## src/common/debug_pkg.sv

```systemverilog
`default_nettype none

package debug_pkg;

    // UART and processor widths
    localparam int NB_DATA        = 8;
    localparam int NB_WORD        = 32;
    localparam int BYTES_PER_WORD = 4;
    localparam int NB_BYTE_SEL    = 2;   // Lane index inside a word

    // Instruction memory, loaded one byte per UART frame
    localparam int IM_DEPTH   = 256;
    localparam int NB_IM_ADDR = 8;

    // Register bank and data memory, dumped word by word
    localparam int RB_DEPTH   = 32;
    localparam int NB_RB_ADDR = 5;
    localparam int DM_DEPTH   = 32;
    localparam int NB_DM_ADDR = 5;

    // Host command bytes
    typedef enum logic [NB_DATA-1:0] {
        CMD_NONE         = 8'd0,
        CMD_LOAD_PROGRAM = 8'd1,
        CMD_RUN          = 8'd2,
        CMD_STEP_MODE    = 8'd3,
        CMD_SEND_REGS    = 8'd4,
        CMD_SEND_MEM     = 8'd5,
        CMD_SEND_PC      = 8'd6,
        CMD_STEP         = 8'd7,
        CMD_CONTINUE     = 8'd8
    } cmd_t;

    // Controller modes, dump states wait for the serializer
    typedef enum logic [2:0] {
        ST_IDLE,
        ST_LOAD,
        ST_READY,
        ST_RUN,
        ST_STEP_WAIT,
        ST_DUMP_PC,
        ST_DUMP_MEM,
        ST_DUMP_REGS
    } ctrl_state_t;

    typedef enum logic [1:0] {
        DUMP_PC,
        DUMP_MEM,
        DUMP_REGS
    } dump_t;

endpackage

`default_nettype wire

```

## src/rtl/debug_cmd_receiver.sv

```systemverilog
`timescale 1ns/1ps
`default_nettype none

module debug_cmd_receiver import debug_pkg::*; (
    input  wire logic                  i_clock,
    input  wire logic                  i_reset,
    input  wire logic                  i_rx_done,
    input  wire logic [NB_DATA-1:0]    i_rx_data,
    input  wire logic                  i_load_start,
    output logic                       o_cmd_valid,
    output cmd_t                       o_cmd,
    output logic                       o_im_write_enable,
    output logic [NB_IM_ADDR-1:0]      o_im_addr,
    output logic [NB_DATA-1:0]         o_im_data,
    output logic                       o_load_done
);

    logic                  load_mode;   // Bytes go to instruction memory
    logic [NB_IM_ADDR-1:0] im_count;    // Next write address
    logic                  rx_known;

    // CMD_NONE and anything past CMD_CONTINUE are dropped
    assign rx_known = (i_rx_data >= CMD_LOAD_PROGRAM) && (i_rx_data <= CMD_CONTINUE);

    always_ff @(posedge i_clock) begin
        if (i_reset) begin
            load_mode         <= 1'b0;
            im_count          <= '0;
            o_cmd_valid       <= 1'b0;
            o_im_write_enable <= 1'b0;
            o_load_done       <= 1'b0;
        end else begin
            o_cmd_valid       <= 1'b0;
            o_im_write_enable <= 1'b0;
            o_load_done       <= 1'b0;
            if (i_load_start) begin
                load_mode <= 1'b1;
                im_count  <= '0;
            end else if (i_rx_done) begin
                if (load_mode) begin
                    o_im_write_enable <= 1'b1;
                    im_count          <= im_count + 1'b1;
                    // Last program byte, back to command decoding
                    if (im_count == NB_IM_ADDR'(IM_DEPTH - 1)) begin
                        o_load_done <= 1'b1;
                        load_mode   <= 1'b0;
                    end
                end else begin
                    o_cmd_valid <= rx_known;
                end
            end
        end
    end

    // Payload captured on every strobe, qualified by the valid flags
    always_ff @(posedge i_clock) begin
        if (i_rx_done) begin
            o_cmd     <= cmd_t'(i_rx_data);
            o_im_addr <= im_count;
            o_im_data <= i_rx_data;
        end
    end

endmodule

`default_nettype wire

```

## src/rtl/debug_controller.sv

```systemverilog
`timescale 1ns/1ps
`default_nettype none

module debug_controller import debug_pkg::*; (
    input  wire logic  i_clock,
    input  wire logic  i_reset,
    input  wire logic  i_cmd_valid,
    input  wire cmd_t  i_cmd,
    input  wire logic  i_load_done,
    input  wire logic  i_hlt,
    input  wire logic  i_dump_done,
    output logic       o_load_start,
    output logic       o_dump_start,
    output dump_t      o_dump_kind,
    output logic       o_run_enable,
    output logic       o_step_mode,
    output logic       o_step
);

    ctrl_state_t state;
    logic        ret_step;   // Dump chain was started by a step

    // Processor only clocks in these two modes
    assign o_run_enable = (state == ST_RUN) || (state == ST_STEP_WAIT);
    assign o_step_mode  = (state == ST_STEP_WAIT);

    always_ff @(posedge i_clock) begin
        if (i_reset) begin
            state        <= ST_IDLE;
            ret_step     <= 1'b0;
            o_load_start <= 1'b0;
            o_dump_start <= 1'b0;
            o_dump_kind  <= DUMP_PC;
            o_step       <= 1'b0;
        end else begin
            o_load_start <= 1'b0;
            o_dump_start <= 1'b0;
            o_step       <= 1'b0;
            case (state)
                ST_IDLE: begin
                    if (i_cmd_valid) begin
                        ret_step <= 1'b0;
                        case (i_cmd)
                            CMD_LOAD_PROGRAM: begin
                                state        <= ST_LOAD;
                                o_load_start <= 1'b1;
                            end
                            CMD_SEND_PC: begin
                                state        <= ST_DUMP_PC;
                                o_dump_start <= 1'b1;
                                o_dump_kind  <= DUMP_PC;
                            end
                            CMD_SEND_MEM: begin
                                state        <= ST_DUMP_MEM;
                                o_dump_start <= 1'b1;
                                o_dump_kind  <= DUMP_MEM;
                            end
                            CMD_SEND_REGS: begin
                                state        <= ST_DUMP_REGS;
                                o_dump_start <= 1'b1;
                                o_dump_kind  <= DUMP_REGS;
                            end
                            default: ;   // Not valid here
                        endcase
                    end
                end
                ST_LOAD: begin
                    if (i_load_done) state <= ST_READY;
                end
                ST_READY: begin
                    if (i_cmd_valid && (i_cmd == CMD_RUN)) state <= ST_RUN;
                    if (i_cmd_valid && (i_cmd == CMD_STEP_MODE)) state <= ST_STEP_WAIT;
                end
                ST_RUN: begin
                    if (i_hlt) state <= ST_IDLE;
                end
                ST_STEP_WAIT: begin
                    if (i_hlt) begin
                        state <= ST_IDLE;
                    end else if (o_step) begin
                        // Step cycle is over, report PC first
                        state        <= ST_DUMP_PC;
                        ret_step     <= 1'b1;
                        o_dump_start <= 1'b1;
                        o_dump_kind  <= DUMP_PC;
                    end else if (i_cmd_valid) begin
                        if (i_cmd == CMD_STEP) o_step <= 1'b1;
                        if (i_cmd == CMD_CONTINUE) state <= ST_RUN;
                    end
                end
                ST_DUMP_PC: begin
                    if (i_dump_done) begin
                        if (ret_step) begin
                            state        <= ST_DUMP_MEM;
                            o_dump_start <= 1'b1;
                            o_dump_kind  <= DUMP_MEM;
                        end else begin
                            state <= ST_IDLE;
                        end
                    end
                end
                ST_DUMP_MEM: begin
                    if (i_dump_done) begin
                        if (ret_step) begin
                            state        <= ST_DUMP_REGS;
                            o_dump_start <= 1'b1;
                            o_dump_kind  <= DUMP_REGS;
                        end else begin
                            state <= ST_IDLE;
                        end
                    end
                end
                ST_DUMP_REGS: begin
                    if (i_dump_done) state <= ret_step ? ST_STEP_WAIT : ST_IDLE;
                end
                default: state <= ST_IDLE;
            endcase
        end
    end

endmodule

`default_nettype wire

```

## src/rtl/dump_serializer.sv

```systemverilog
`timescale 1ns/1ps
`default_nettype none

module dump_serializer import debug_pkg::*; (
    input  wire logic                  i_clock,
    input  wire logic                  i_reset,
    input  wire logic                  i_dump_start,
    input  wire dump_t                 i_dump_kind,
    input  wire logic [NB_WORD-1:0]    i_pc_value,
    input  wire logic [NB_WORD-1:0]    i_rb_data,
    input  wire logic [NB_WORD-1:0]    i_dm_data,
    input  wire logic                  i_tx_done,
    output logic [NB_RB_ADDR-1:0]      o_rb_addr,
    output logic                       o_rb_read_enable,
    output logic [NB_DM_ADDR-1:0]      o_dm_addr,
    output logic                       o_dm_read_enable,
    output logic [NB_DATA-1:0]         o_tx_data,
    output logic                       o_tx_start,
    output logic                       o_dump_done
);

    logic                   busy;
    dump_t                  kind;
    logic [NB_DM_ADDR-1:0]  word_addr;   // Shared by both memories
    logic [NB_BYTE_SEL-1:0] lane;        // 0 is the MSB lane
    logic [NB_DM_ADDR-1:0]  last_word;
    logic [NB_WORD-1:0]     word;
    logic                   last_byte;

    // Word source and length by dump kind
    always_comb begin
        case (kind)
            DUMP_PC: begin
                word      = i_pc_value;
                last_word = '0;
            end
            DUMP_REGS: begin
                word      = i_rb_data;
                last_word = NB_DM_ADDR'(RB_DEPTH - 1);
            end
            default: begin
                word      = i_dm_data;
                last_word = NB_DM_ADDR'(DM_DEPTH - 1);
            end
        endcase
    end

    assign last_byte = (lane == NB_BYTE_SEL'(BYTES_PER_WORD - 1)) && (word_addr == last_word);

    // Byte taken straight from the live read data
    assign o_tx_data = word[NB_WORD - 1 - int'(lane) * NB_DATA -: NB_DATA];

    assign o_rb_addr        = NB_RB_ADDR'(word_addr);
    assign o_dm_addr        = word_addr;
    assign o_rb_read_enable = busy && (kind == DUMP_REGS);
    assign o_dm_read_enable = busy && (kind == DUMP_MEM);

    always_ff @(posedge i_clock) begin
        if (i_reset) begin
            busy        <= 1'b0;
            kind        <= DUMP_PC;
            word_addr   <= '0;
            lane        <= '0;
            o_tx_start  <= 1'b0;
            o_dump_done <= 1'b0;
        end else begin
            o_dump_done <= 1'b0;
            if (i_dump_start && !busy) begin
                busy      <= 1'b1;
                kind      <= i_dump_kind;
                word_addr <= '0;
                lane      <= '0;
            end else if (busy) begin
                if (!o_tx_start) begin
                    o_tx_start <= 1'b1;   // Read data settled, offer first byte
                end else if (i_tx_done) begin
                    if (last_byte) begin
                        busy        <= 1'b0;
                        o_tx_start  <= 1'b0;
                        o_dump_done <= 1'b1;
                    end else begin
                        lane <= lane + 1'b1;
                        if (lane == NB_BYTE_SEL'(BYTES_PER_WORD - 1)) begin
                            word_addr <= word_addr + 1'b1;
                        end
                    end
                end
            end
        end
    end

endmodule

`default_nettype wire

```

## src/rtl/debug_unit.sv

```systemverilog
`timescale 1ns/1ps
`default_nettype none

module debug_unit import debug_pkg::*; (
    input  wire logic                  i_clock,
    input  wire logic                  i_reset,
    input  wire logic                  i_hlt,
    input  wire logic                  i_rx_done,
    input  wire logic [NB_DATA-1:0]    i_rx_data,
    input  wire logic                  i_tx_done,
    input  wire logic [NB_WORD-1:0]    i_pc_value,
    input  wire logic [NB_WORD-1:0]    i_rb_data,
    input  wire logic [NB_WORD-1:0]    i_dm_data,
    output logic                       o_im_write_enable,
    output logic [NB_IM_ADDR-1:0]      o_im_addr,
    output logic [NB_DATA-1:0]         o_im_data,
    output logic [NB_RB_ADDR-1:0]      o_rb_addr,
    output logic                       o_rb_read_enable,
    output logic [NB_DM_ADDR-1:0]      o_dm_addr,
    output logic                       o_dm_read_enable,
    output logic [NB_DATA-1:0]         o_tx_data,
    output logic                       o_tx_start,
    output logic                       o_run_enable,
    output logic                       o_step_mode,
    output logic                       o_step
);

    logic  cmd_valid;
    cmd_t  cmd;
    logic  load_start;
    logic  load_done;
    logic  dump_start;
    dump_t dump_kind;
    logic  dump_done;

    // UART RX side
    debug_cmd_receiver cmd_receiver_i (
        .i_clock           (i_clock),
        .i_reset           (i_reset),
        .i_rx_done         (i_rx_done),
        .i_rx_data         (i_rx_data),
        .i_load_start      (load_start),
        .o_cmd_valid       (cmd_valid),
        .o_cmd             (cmd),
        .o_im_write_enable (o_im_write_enable),
        .o_im_addr         (o_im_addr),
        .o_im_data         (o_im_data),
        .o_load_done       (load_done)
    );

    debug_controller controller_i (
        .i_clock      (i_clock),
        .i_reset      (i_reset),
        .i_cmd_valid  (cmd_valid),
        .i_cmd        (cmd),
        .i_load_done  (load_done),
        .i_hlt        (i_hlt),
        .i_dump_done  (dump_done),
        .o_load_start (load_start),
        .o_dump_start (dump_start),
        .o_dump_kind  (dump_kind),
        .o_run_enable (o_run_enable),
        .o_step_mode  (o_step_mode),
        .o_step       (o_step)
    );

    // UART TX side
    dump_serializer serializer_i (
        .i_clock          (i_clock),
        .i_reset          (i_reset),
        .i_dump_start     (dump_start),
        .i_dump_kind      (dump_kind),
        .i_pc_value       (i_pc_value),
        .i_rb_data        (i_rb_data),
        .i_dm_data        (i_dm_data),
        .i_tx_done        (i_tx_done),
        .o_rb_addr        (o_rb_addr),
        .o_rb_read_enable (o_rb_read_enable),
        .o_dm_addr        (o_dm_addr),
        .o_dm_read_enable (o_dm_read_enable),
        .o_tx_data        (o_tx_data),
        .o_tx_start       (o_tx_start),
        .o_dump_done      (dump_done)
    );

endmodule

`default_nettype wire

```

## config.mk

```make
export PLATFORM = sky130hd
export DESIGN_NAME = debug_unit
export DESIGN_NICKNAME = d
export VERILOG_FILES = /design/src/common/debug_pkg.sv /design/src/rtl/debug_cmd_receiver.sv /design/src/rtl/debug_controller.sv /design/src/rtl/dump_serializer.sv /design/src/rtl/debug_unit.sv
export SDC_FILE = /design/constraint.sdc
export NUM_CORES = 1
export LEC_CHECK = 0
export ABC_AREA = 1
export BUFFER_PORTS_ARGS = -buffer_cell sky130_fd_sc_hd__buf_2
export CAP_MARGIN = 10
export CORE_AREA = 2 2 70 98
export CTS_CLUSTER_DIAMETER = 120
export DETAILED_ROUTE_END_ITERATION = 6
export DIE_AREA = 0 0 72 100
export GPL_TIMING_DRIVEN = 0
export MAX_ROUTING_LAYER = met4
export PLACE_DENSITY = 0.83
export SLEW_MARGIN = 15
export SYNTH_ARGS = -nofsm -noshare
export SYNTH_HDL_FRONTEND = slang
export SYNTH_SLANG_ARGS = --single-unit
```

## constraint.sdc

```tcl
create_clock -name i_clock -period 4.1 [get_ports i_clock]
set_input_delay 0.82 -clock i_clock [delete_from_list [all_inputs] [get_ports i_clock]]
set_output_delay 0.82 -clock i_clock [all_outputs]
set_load 0.03 [all_outputs]
```

Word-level counts from Yosys, hierarchy flattened
Cells that the tools add are included.
Operators by class
  add/sub/neg operators: 4
  $lt $le $gt $ge: 2
  eq/ne operators: 35
  shift operators: 1
  mux-type cells: 53
  bitwise gates (word level): 10
  reduce and logical (&&, ||, !) cells: 31
Operators by type and width (number)
  $pmux W32 S2: 1
  $mux W3: 15
  $shiftx A39 B32 Y8: 1
  $eq A8 B3 Y1 const B: 4
  $pmux W3 S8: 1
  $mux W1: 23
  $eq A8 B2 Y1 const B: 2
  $mux W2: 7
  $eq A3 B3 Y1 const B: 4
  $ne A2 B1 Y1 const B: 6
  $pmux W3 S4: 1
  $not A1 Y1: 10
  $reduce_and A10 Y1: 1
  $reduce_or A5 Y1: 2
  $reduce_and A9 Y1: 1
  $reduce_or A3 Y1: 3
  $add A8 B1 Y8 const B: 1
  $eq A8 B1 Y1 const B: 1
  $eq A8 B4 Y1 const B: 1
  $eq A8 B8 Y1 const B: 1
  $ge A8 B1 Y1 const B: 1
  $le A8 B4 Y1 const B: 1
  $ne A2 B2 Y1 const B: 4
  $ne A4 B2 Y1 const B: 2
  other kinds (28): 42
Storage, ports and cells
  bits in registers: 49
  input bits: 109
  output and inout port bits: 41
  word-level logic and storage cells: 155

Depth between registers and ports, before layout
Gate-level depths: netlist of run 1.
  depth in word-level cells: 9
  mapped depth: 11
  mapped depth without buffers: 11

By module
From an unflattened synthesis of run 1, not the netlist that was laid out.
Unflattened totals
  cells, all modules: 492
  area total of the unflattened synthesis: 3319.4 µm²
Modules (own cells, without submodules)
  dump_serializer: instances 1, cells an instance 259, area an instance 1438.9 µm², seq. area each 240.2 µm²
  debug_cmd_receiver: instances 1, cells an instance 102, area an instance 1102.3 µm², seq. area each 720.7 µm²
  debug_controller: instances 1, cells an instance 131, area an instance 778.2 µm², seq. area each 180.2 µm²

Worst setup path before layout of run 1
No wires, ideal clock.
  path kind: input -> output
  start point: input port i_dm_data[17]
  end point: output port o_tx_data[1]
  data arrival time: 1.749 ns
  required time: 3.280 ns
  path slack: 1.531 ns
  stages on the path: 4
  buffers on the path: 0
  cell sequence: a21oi_1 nand2_1 a21oi_1 o31ai_1
On the way
  cells in the longest elaborated chain, start to end: 2
Ends and longest elaborated chain
  start: declaration: line debug_unit.sv:13  | input wire logic [NB_WORD-1:0] i_dm_data,
  $pmux W32 S2: line dump_serializer.sv:32  | case (kind)
  $shiftx A39 B32 Y8: line dump_serializer.sv:51  | assign o_tx_data = word[NB_WORD - 1 - int'(lane) * NB_DATA -: NB_DATA];
  end: declaration: line debug_unit.sv:21  | output logic [NB_DATA-1:0] o_tx_data,
No other way between the ends.

Worst setup path after layout of run 1
  start point: register serializer_i.kind[0]
  end point: output port o_tx_data[1]
On the way
  cells in the longest elaborated chain, start to end: 3
  elaborated cells on any way between the ends: 4
  those cells by class: 1 x eq/ne; 1 x shift; 1 x mux; 1 x reduce/logical
Ends and longest elaborated chain
  start: declaration: line dump_serializer.sv:23  | dump_t kind;
  start signal: assignment: line dump_serializer.sv:70  | kind <= i_dump_kind;
  $eq A2 B2 Y1 / $logic_not A2 Y1 (equally long branches): line dump_serializer.sv:32
  $pmux W32 S2 *: line dump_serializer.sv:32
  $shiftx A39 B32 Y8 *: line dump_serializer.sv:51
Mark *: on every way between the ends. The rest lies on a longest branch, timed or not.

==> impl_metrics.tcl, run 1 <==
set metrics [dict create \
    post_cts_buffers 0 \
    cp.arrival_ns 2.14 \
    first_iter_violations 153 \
    io_buffers 148 \
    die_y_um 100 \
    ios 150 \
    grt_max_degree 19 \
    netSwitchingPower_uw 251 \
    maxSlewViolCount 0 \
    layout_common_cells "buf_2 (155), nand2_1 (136), a21oi_1 (70)" \
    fin_tns_setup_ns 0 \
    layout_commonest_cell "buf_2" \
    grt_overflow 0 \
    hold_buffers 0 \
    nNetsFinal 731 \
    drv_cap 0 \
    fmax_mhz 338 \
    intPower_uw 813 \
    grt_usage 0.267 \
    syn-num-nets 576 \
    clk_pin_slew_ns 0.09 \
    rsz0062_at_grt "no" \
    crit_fanout 10 \
    layout-drive-gt1-share 0.298 \
    p_leak_uw 0.00200 \
    swShare 0.236 \
    gp_congestion 1.01 \
    start_util 0.474 \
    ant_nets 0 \
    cts_buffers 5 \
    synth_top_area_cell "dfxtp_1" \
    core-area_sq_mm 0.00644 \
    synth_cell_types 29 \
    power_frac_seq 0.484 \
    routedWlPerCell_um 13.7 \
    synthTopCellsByArea "dfxtp_1 (22%), nand2_1 (17%), edfxtp_1 (16%)" \
    setup_viol 0 \
    synthCells 464 \
    cp.required_ns 3.28 \
    ys_seq_area_frac 0.374 \
    crit_type "reg -> out" \
    p_per_area_mw_per_mm2 265 \
    syn_area_sq_mm 0.00305 \
    vdd_drop_max_mv 0.288 \
    hold_viol 0 \
    fin_crit_ns 2.96 \
    antenna_cells 0 \
    dp_hpwl_um 7730 \
    worst_pin_slew_ns 0.517 \
    clock_skew_ns 0.00778 \
    route.detailed.drc 0 \
    power_uw 1060 \
    clockBufferDepth 2 \
    cts_tree "built" \
    dr_total_vias 3691 \
    first_pass_iters 5 \
    die_w_um 72 \
    crit_path_start_kind "register" \
    ys_ff_latch 49 \
    cts_sinks 49 \
    cts_max_level 2 \
    cts_resized 0 \
    synth_top_area_frac 0.216 \
    wirelength_um 9540 \
    cp-end-kind "output port" \
    synth_area_per_cell_sq_um 6.58 \
    clock_latency_ns 0.30 \
    hp-class "reg -> reg" \
    synth_warnings 0 \
    rows 35 \
    synth-edff-count 16 \
    grt_pass1_vias 3332 \
    die_area_sq_mm 0.00720 \
    antenna_found_initial 0 \
    grt_pass1_wl_um 14700 \
    ys_async_sr_fraction 0 \
    via_per_inst 5.32 \
    fin_crit_sh 0.722 \
    synthToLayoutAreaGrowth_pct 31.8 \
    p_clk_frac 0.386 \
    cts-root-buf "clkbuf_8" \
    yosys_most_used_dff "dfxtp_1" \
    status "complete, no violations" \
    slew_headroom 0.655 \
    p_comb_frac 0.130 \
    final_core_util 0.625 \
]
## synthesized netlist by cell type (3+ instances only)
cell type,instances
o21ai_1,3
a21oi_1,70
inv_2,5
nor4_1,3
ha_1,3
nand2_1,136
nand4_1,6
o31ai_1,8
nand3_1,43
nor3_1,8
dfxtp_1,33
edfxtp_1,16
buf_4,8
o21ai_0,13
nor2_1,42
nor2_2,3
clkbuf_1,3
buf_1,3
buf_2,7
inv_1,39
## worst max-delay path, cell delays in order (launching register included)
cell and delay [ns]:
dfxtp_1 0.31, buf_4 0.16, nor2_4 0.17, buf_1 0.43
a21oi_1 0.14, o31ai_1 0.35, buf_2 0.28
## cell families after synthesis
logic type / after synthesis / synth area share
buf+inv: 66 / 0.0938
compound gates: 95 / 0.163
fa+ha+maj: 3 / 0.0123
flops: 49 / 0.374
simple gates: 248 / 0.349
xor+xnor: 3 / 0.00860
## layer usage
metal / track usage / up-vias / routed length [um]
met5: - / - / 0
met4: 0.136 / 0 / 394
met3: 0.0522 / 29 / 846
met2: 0.481 / 204 / 4780
met1: 0.268 / 1615 / 3520
li1: - / 1843 / -
## worst paths after layout
kind,slack (ns),depth (start not counted),startpoint,to
setup / recovery,1.14,6,serializer_i.kind[0],o_tx_data[1]
hold / removal,0.47,0,cmd_receiver_i.im_count[6],cmd_receiver_i.o_im_addr[6]
setup reg to reg,2.54,10,cmd_receiver_i.o_cmd[5],controller_i.state[0]
hold reg to reg,0.47,0,cmd_receiver_i.im_count[6],cmd_receiver_i.o_im_addr[6]
## stage by stage
step           hold slack (ns)  setup WS [ns]  instance area [sq um]  std cells
2_1_floorplan            0.430           1.53                   3050        464
3_3_place_gp             0.444           1.46                   3890        686
3_5_place_dp             0.447           1.51                   3890        686
4_1_cts                  0.475           1.16                   4030        694
5_1_grt                  0.490           1.02                   4030        694
6_report                 0.471           1.14                   4030        694
## power by group through the flow
stage	clock (uW)	combinational, uW	sequential, uW
global placement	0	135	526
detailed placement	0	137	527
finish	411	138	516
global route	439	149	517
CTS	418	137	516
floorplan	0	40.3	545
## area by class of cell
type | count | area, sq um
Buffer | 21 | 118
Clock buffer | 5 | 68.8
Clock inverter | 3 | 68.8
Fill cell | 599 | 2410
Inverter | 45 | 169
Multi-Input combinational cell | 349 | 1630
Sequential cell | 49 | 1140
Tap cell | 74 | 92.6
Timing Repair Buffer | 148 | 741
## flip-flops by register name, summed over array words and instances (netlist names), 2 cells and up
register / flops
controller_i.state: 3
cmd_receiver_i.im_count: 8
cmd_receiver_i.o_cmd: 8
serializer_i.kind: 2
controller_i.o_dump_kind: 2
serializer_i.lane: 2
serializer_i.o_dm_addr: 5
cmd_receiver_i.o_im_addr: 8
(Power assumes the default switching activity.)
==> run 2, diff against run 1 <==
- CORE_AREA: 2 2 70 98 -> 2 2 76 106
- DIE_AREA: 0 0 72 100 -> 0 0 78 108
- PLACE_DENSITY: 0.83 -> 0.75
- clock period: 4.1 -> 2.6 ns (I/O delays scaled with it)
==> impl_metrics.tcl, run 2 (same netlist as run 1, synthesis figures left out) <==
set metrics [dict create \
    status "complete, no violations" \
    worstHoldPathCells 1 \
    antenna_cells 0 \
    cp_slowest_stage_delay_ns 0.47 \
    fmax_mhz 407 \
    die_w_um 78 \
    largest_registers "cmd_receiver_i.im_count (8), cmd_receiver_i.o_cmd (8), cmd_receiver_i.o_im_addr (8)" \
    layout_commonest_cell "buf_2" \
    fin_crit_ns 2.46 \
    clock_skew_ns 0.0110 \
    first_pass_iters 4 \
    grt_overflow 0 \
    drv_cap 0 \
    cp_top_family "buffers and inverters" \
    cts_buffers 5 \
    route.detailed.drc 0 \
    hold_buffers 0 \
    vdd_drop_max_mv 0.419 \
    worst_pin_slew_ns 0.579 \
    first_iter_violations 155 \
    fin_tns_setup_ns 0 \
    multiInputGateArea_sq_mm 0.00163 \
    via_per_inst 5.08 \
    fin_crit_sh 0.946 \
    r2r_start "cmd_receiver_i.o_cmd[7]" \
    core-area_sq_mm 0.00741 \
    rsz0062_at_grt "no" \
    cts-root-buf "clkbuf_8" \
    gp_congestion 0.994 \
    path_cells "buf_4, clkbuf_1, a21oi_1, nand3_1, nand3_1, o31ai_1, buf_2" \
    clk_pin_slew_ns 0.09 \
    nNetsFinal 733 \
    seq_area_sq_mm 0.00114 \
    setup_viol 0 \
    hold_viol 0 \
    die_area_sq_mm 0.00842 \
    r2r_slack_ns 1.09 \
    clockBufferDepth 2 \
    p_leak_uw 0.00199 \
    dp_hpwl_um 7850 \
    start_util 0.412 \
    ios 150 \
    cp.arrival_ns 1.94 \
    antenna_found_initial 0 \
    rows 37 \
    ant_nets 0 \
    cts_sinks 49 \
    die_y_um 108 \
    clock_latency_ns 0.31 \
    cp.required_ns 2.08 \
    grt_pass1_wl_um 15300 \
    cp-end-kind "output port" \
    wirelength_um 9820 \
    slew_headroom 0.614 \
    fillCellCount 766 \
    dr_total_vias 3652 \
    maxSlewViolCount 0 \
    crit_fanout 10 \
    crit_type "reg -> out" \
    whs_endpoint "cmd_receiver_i.o_cmd[1]" \
    min_from "i_rx_data[1]" \
    grt_pass1_vias 3358 \
    routedWlPerCell_um 13.7 \
    crit_path_start_kind "register" \
    p_per_area_mw_per_mm2 367 \
    cts_max_level 2 \
    crit_top_cell "nand3_1" \
    grt_usage 0.233 \
    cts_tree "built" \
    io_buffers 148 \
    power_uw 1480 \
    grt_max_degree 19 \
    ff2ff_path_depth 10 \
    synthToLayoutAreaGrowth_pct 32.0 \
    r2r-end "controller_i.state[0]" \
    cpMaxStageDelayCell "clkbuf_1" \
    layout-drive-gt1-share 0.307 \
    hp-class "in -> reg" \
    layout_common_cells "buf_2 (154), nand2_1 (136), a21oi_1 (70)" \
    path_buf_inv 3 \
]
-- run 2: cell count changes in the layout (fill, tap and decap cells not counted), sizes merged --
cell      change
inv           -1
clkinvlp      +4
buf           -1
clkbuf        +3
bufinv        -2
clkinv        -1
-- run 2: timing repair --
item                                    in CTS  in global routing
gates resized for setup                      0                  6
buffers inserted                             0                  2
endpoints found under the setup margin       0                  8
-- run 2: worst max path at each step --
stage / cells after the start / from / to / slack, ns
after CTS: 8 / serializer_i.lane[0] / o_tx_data[2] / 0.01
final: 7 / serializer_i.kind[0] / o_tx_data[5] / 0.14
after global routing: 8 / serializer_i.kind[0] / o_tx_data[6] / 0.01
after floorplan: 5 / serializer_i.kind[0] / o_tx_data[0] / 0.38
after detailed placement: 8 / serializer_i.lane[0] / o_tx_data[2] / 0.37
after global placement: 8 / serializer_i.lane[0] / o_tx_data[5] / 0.38
-- run 2: layout make-up --
class | instances | share of cell area
multi-input cells | 349 | 0.403
flip-flops and latches | 49 | 0.283
repair buffers | 150 | 0.187
inverters | 45 | 0.0428
plain buffers | 21 | 0.0307
well taps | 97 | 0.0301
clock buffers | 5 | 0.0171
clock inverters | 3 | 0.00558
-- run 2: worst register-to-register path, stage by stage, from the launching register on --
cell	delay, ns
edfxtp_1	0.38
nor2_1	0.19
nand2_1	0.11
nor2_1	0.23
inv_1	0.09
nor2_1	0.13
nand2_1	0.06
nand2_1	0.07
nand2_1	0.05
nand2_1	0.06
nor2_1	0.04
-- run 2: through the flow --
step / area [sq um] / cells / util / setup WS [ns] / hold WS, ns
after global placement: 3920 / 709 / 0.529 / 0.379 / 0.447
after CTS: 4010 / 717 / 0.541 / 0.00952 / 0.393
after detailed placement: 3920 / 709 / 0.529 / 0.374 / 0.448
final: 4030 / 719 / 0.544 / 0.141 / 0.401
after floorplan: 3050 / 464 / - / 0.379 / 0.430
after global routing: 4030 / 719 / 0.544 / 0.0141 / 0.391
-- run 2: report_power, final --
group	switching [uW]	internal, uW
registers	7.97	804
logic	123	91.3
clock network	264	189
total	394	1080
-- run 2: routing by layer --
| metal | track usage | wire [um] | share of wire |
|---|---|---|---|
| met1 | 0.238 | 3740 | 0.38 |
| met2 | 0.436 | 5180 | 0.53 |
| met3 | 0.0467 | 616 | 0.063 |
| met4 | 0.0865 | 280 | 0.029 |
| met5 | - | 0 | 0 |
==> run 3, diff against run 2 <==
- RECOVER_POWER: default -> 100
==> impl_metrics.tcl, run 3 (same netlist as run 1, synthesis figures left out) <==
set metrics [dict create \
    crit_path_start_kind "register" \
    dr_total_vias 3653 \
    cp.arrival_ns 1.94 \
    rsz0062_at_grt "no" \
    die_area_sq_mm 0.00842 \
    io_buffers 148 \
    cp_top_family "buffers and inverters" \
    wirelength_um 9840 \
    fin_crit_sh 0.947 \
    gp_congestion 0.994 \
    fin_crit_ns 2.46 \
    clockBufferDepth 2 \
    hp-class "in -> reg" \
    grt_usage 0.233 \
    layout-drive-gt1-share 0.238 \
    setup_viol 0 \
    netSwitchingPower_uw 394 \
    cts_max_level 2 \
    grt_overflow 0 \
    cpMaxStageDelayCell "clkbuf_1" \
    drv_cap 0 \
    worst_slack_ns 0.138 \
    nNetsFinal 733 \
    path_buf_inv 3 \
    power_uw 1470 \
    path_cells "buf_4, clkbuf_1, a21oi_1, nand3_1, nand3_1, o31ai_1, clkbuf_2" \
    crit_fanout 10 \
    first_iter_violations 173 \
    rows 37 \
    cp_slowest_stage_delay_ns 0.48 \
    grt_pass1_vias 3358 \
    p_clk_frac 0.307 \
    cp-end-kind "output port" \
    cts-root-buf "clkbuf_8" \
    final_area_sq_mm 0.00397 \
    layout_common_cells "nand2_1 (136), buf_2 (112), a21oi_1 (70)" \
    swShare 0.268 \
    grt_max_degree 19 \
    antenna_found_initial 0 \
    worst_pin_slew_ns 0.913 \
    cts_tree "built" \
    dp_slack_ns 0.374 \
    layout_commonest_cell "nand2_1" \
    fmax_mhz 406 \
    cts_buffers 5 \
    clk_pin_slew_ns 0.09 \
    crit_type "reg -> out" \
    whs_ns 0.400 \
    die_w_um 78 \
    routedWlPerCell_um 13.7 \
    power_frac_seq 0.551 \
    ant_nets 0 \
    largest_registers "cmd_receiver_i.im_count (8), cmd_receiver_i.o_cmd (8), cmd_receiver_i.o_im_addr (8)" \
    maxSlewViolCount 0 \
    clock_latency_ns 0.31 \
    via_per_inst 5.07 \
    start_util 0.412 \
    die_y_um 108 \
    clock_skew_ns 0.0108 \
    vdd_drop_max_mv 0.394 \
    route.detailed.drc 0 \
    post_dp_cell_area_sq_mm 0.00392 \
    intPower_uw 1080 \
    crit_top_cell "nand3_1" \
    p_per_area_mw_per_mm2 371 \
    cp.required_ns 2.08 \
    first_pass_iters 4 \
    p_leak_uw 0.00185 \
    dp_hpwl_um 7850 \
    grt_pass1_wl_um 15300 \
    status "complete, no violations" \
    core-area_sq_mm 0.00741 \
    fin_tns_setup_ns 0 \
    p_comb_frac 0.142 \
    ios 150 \
    synthToLayoutAreaGrowth_pct 30.0 \
    slew_headroom 0.392 \
    cts_sinks 49 \
    hold_viol 0 \
]
run 3: final timing paths:
| check | from | to | slack (ns) | cells past startpoint |
|---|---|---|---|---|
| max | serializer_i.kind[0] | o_tx_data[5] | 0.14 | 7 |
| min | i_rx_data[1] | cmd_receiver_i.o_cmd[1] | 0.40 | 1 |
| max reg2reg | controller_i.state[1] | controller_i.o_dump_kind[1] | 0.90 | 8 |
| min reg2reg | controller_i.o_load_start | cmd_receiver_i.load_mode | 0.47 | 2 |
run 3: final cells by class:
type / count / area, sq um
fill: 782 / 3440
timing repair buffer: 150 / 711
clock inverter: 3 / 22.5
clock buffer: 5 / 68.8
multi-input combinational: 349 / 1610
tap: 97 / 121
inverter: 45 / 173
buffer: 21 / 124
sequential: 49 / 1140
antenna: 1 / 2.50
run 3: stage by stage:
step,cells,util
final,720,0.536
after global routing,719,0.536
after CTS,717,0.541
after detailed placement,709,0.529
after global placement,709,0.529
after floorplan,464,-
run 3: timing repair:
| action | 4_1_cts | 5_1_grt |
|---|---|---|
| gates resized for setup | 0 | 6 |
| setup buffers | 0 | 2 |
| hold buffers | 0 | 0 |
| endpoints found under the setup margin | 0 | 8 |
run 3: power groups by stage:
| stage | clock (uW) | sequential, uW | combinational, uW |
|---|---|---|---|
| 6_report | 452 | 812 | 209 |
| 5_1_grt | 498 | 815 | 227 |
| 4_1_cts | 467 | 812 | 213 |
| 3_5_place_dp | 0 | 829 | 212 |
| 3_3_place_gp | 0 | 829 | 210 |
| 2_1_floorplan | 0 | 859 | 63.6 |
run 3: layer usage:
| layer | share of wire | GRT usage | vias up |
|---|---|---|---|
| met4 | 0.022 | 0.0865 | 0 |
| met2 | 0.53 | 0.436 | 144 |
| met1 | 0.38 | 0.238 | 1643 |
| met5 | 0 | - | - |
| met3 | 0.062 | 0.0467 | 16 |
| li1 | - | - | 1850 |
run 3: worst register-to-register path, cell delays in order (launching register included):
cell and delay, ns:
dfxtp_1 0.36, inv_1 0.16, nand2_1 0.13, nor2_1 0.38, nand4_1 0.18, nand3_1 0.16
inv_1 0.08, nor2_1 0.10, nor2_1 0.05
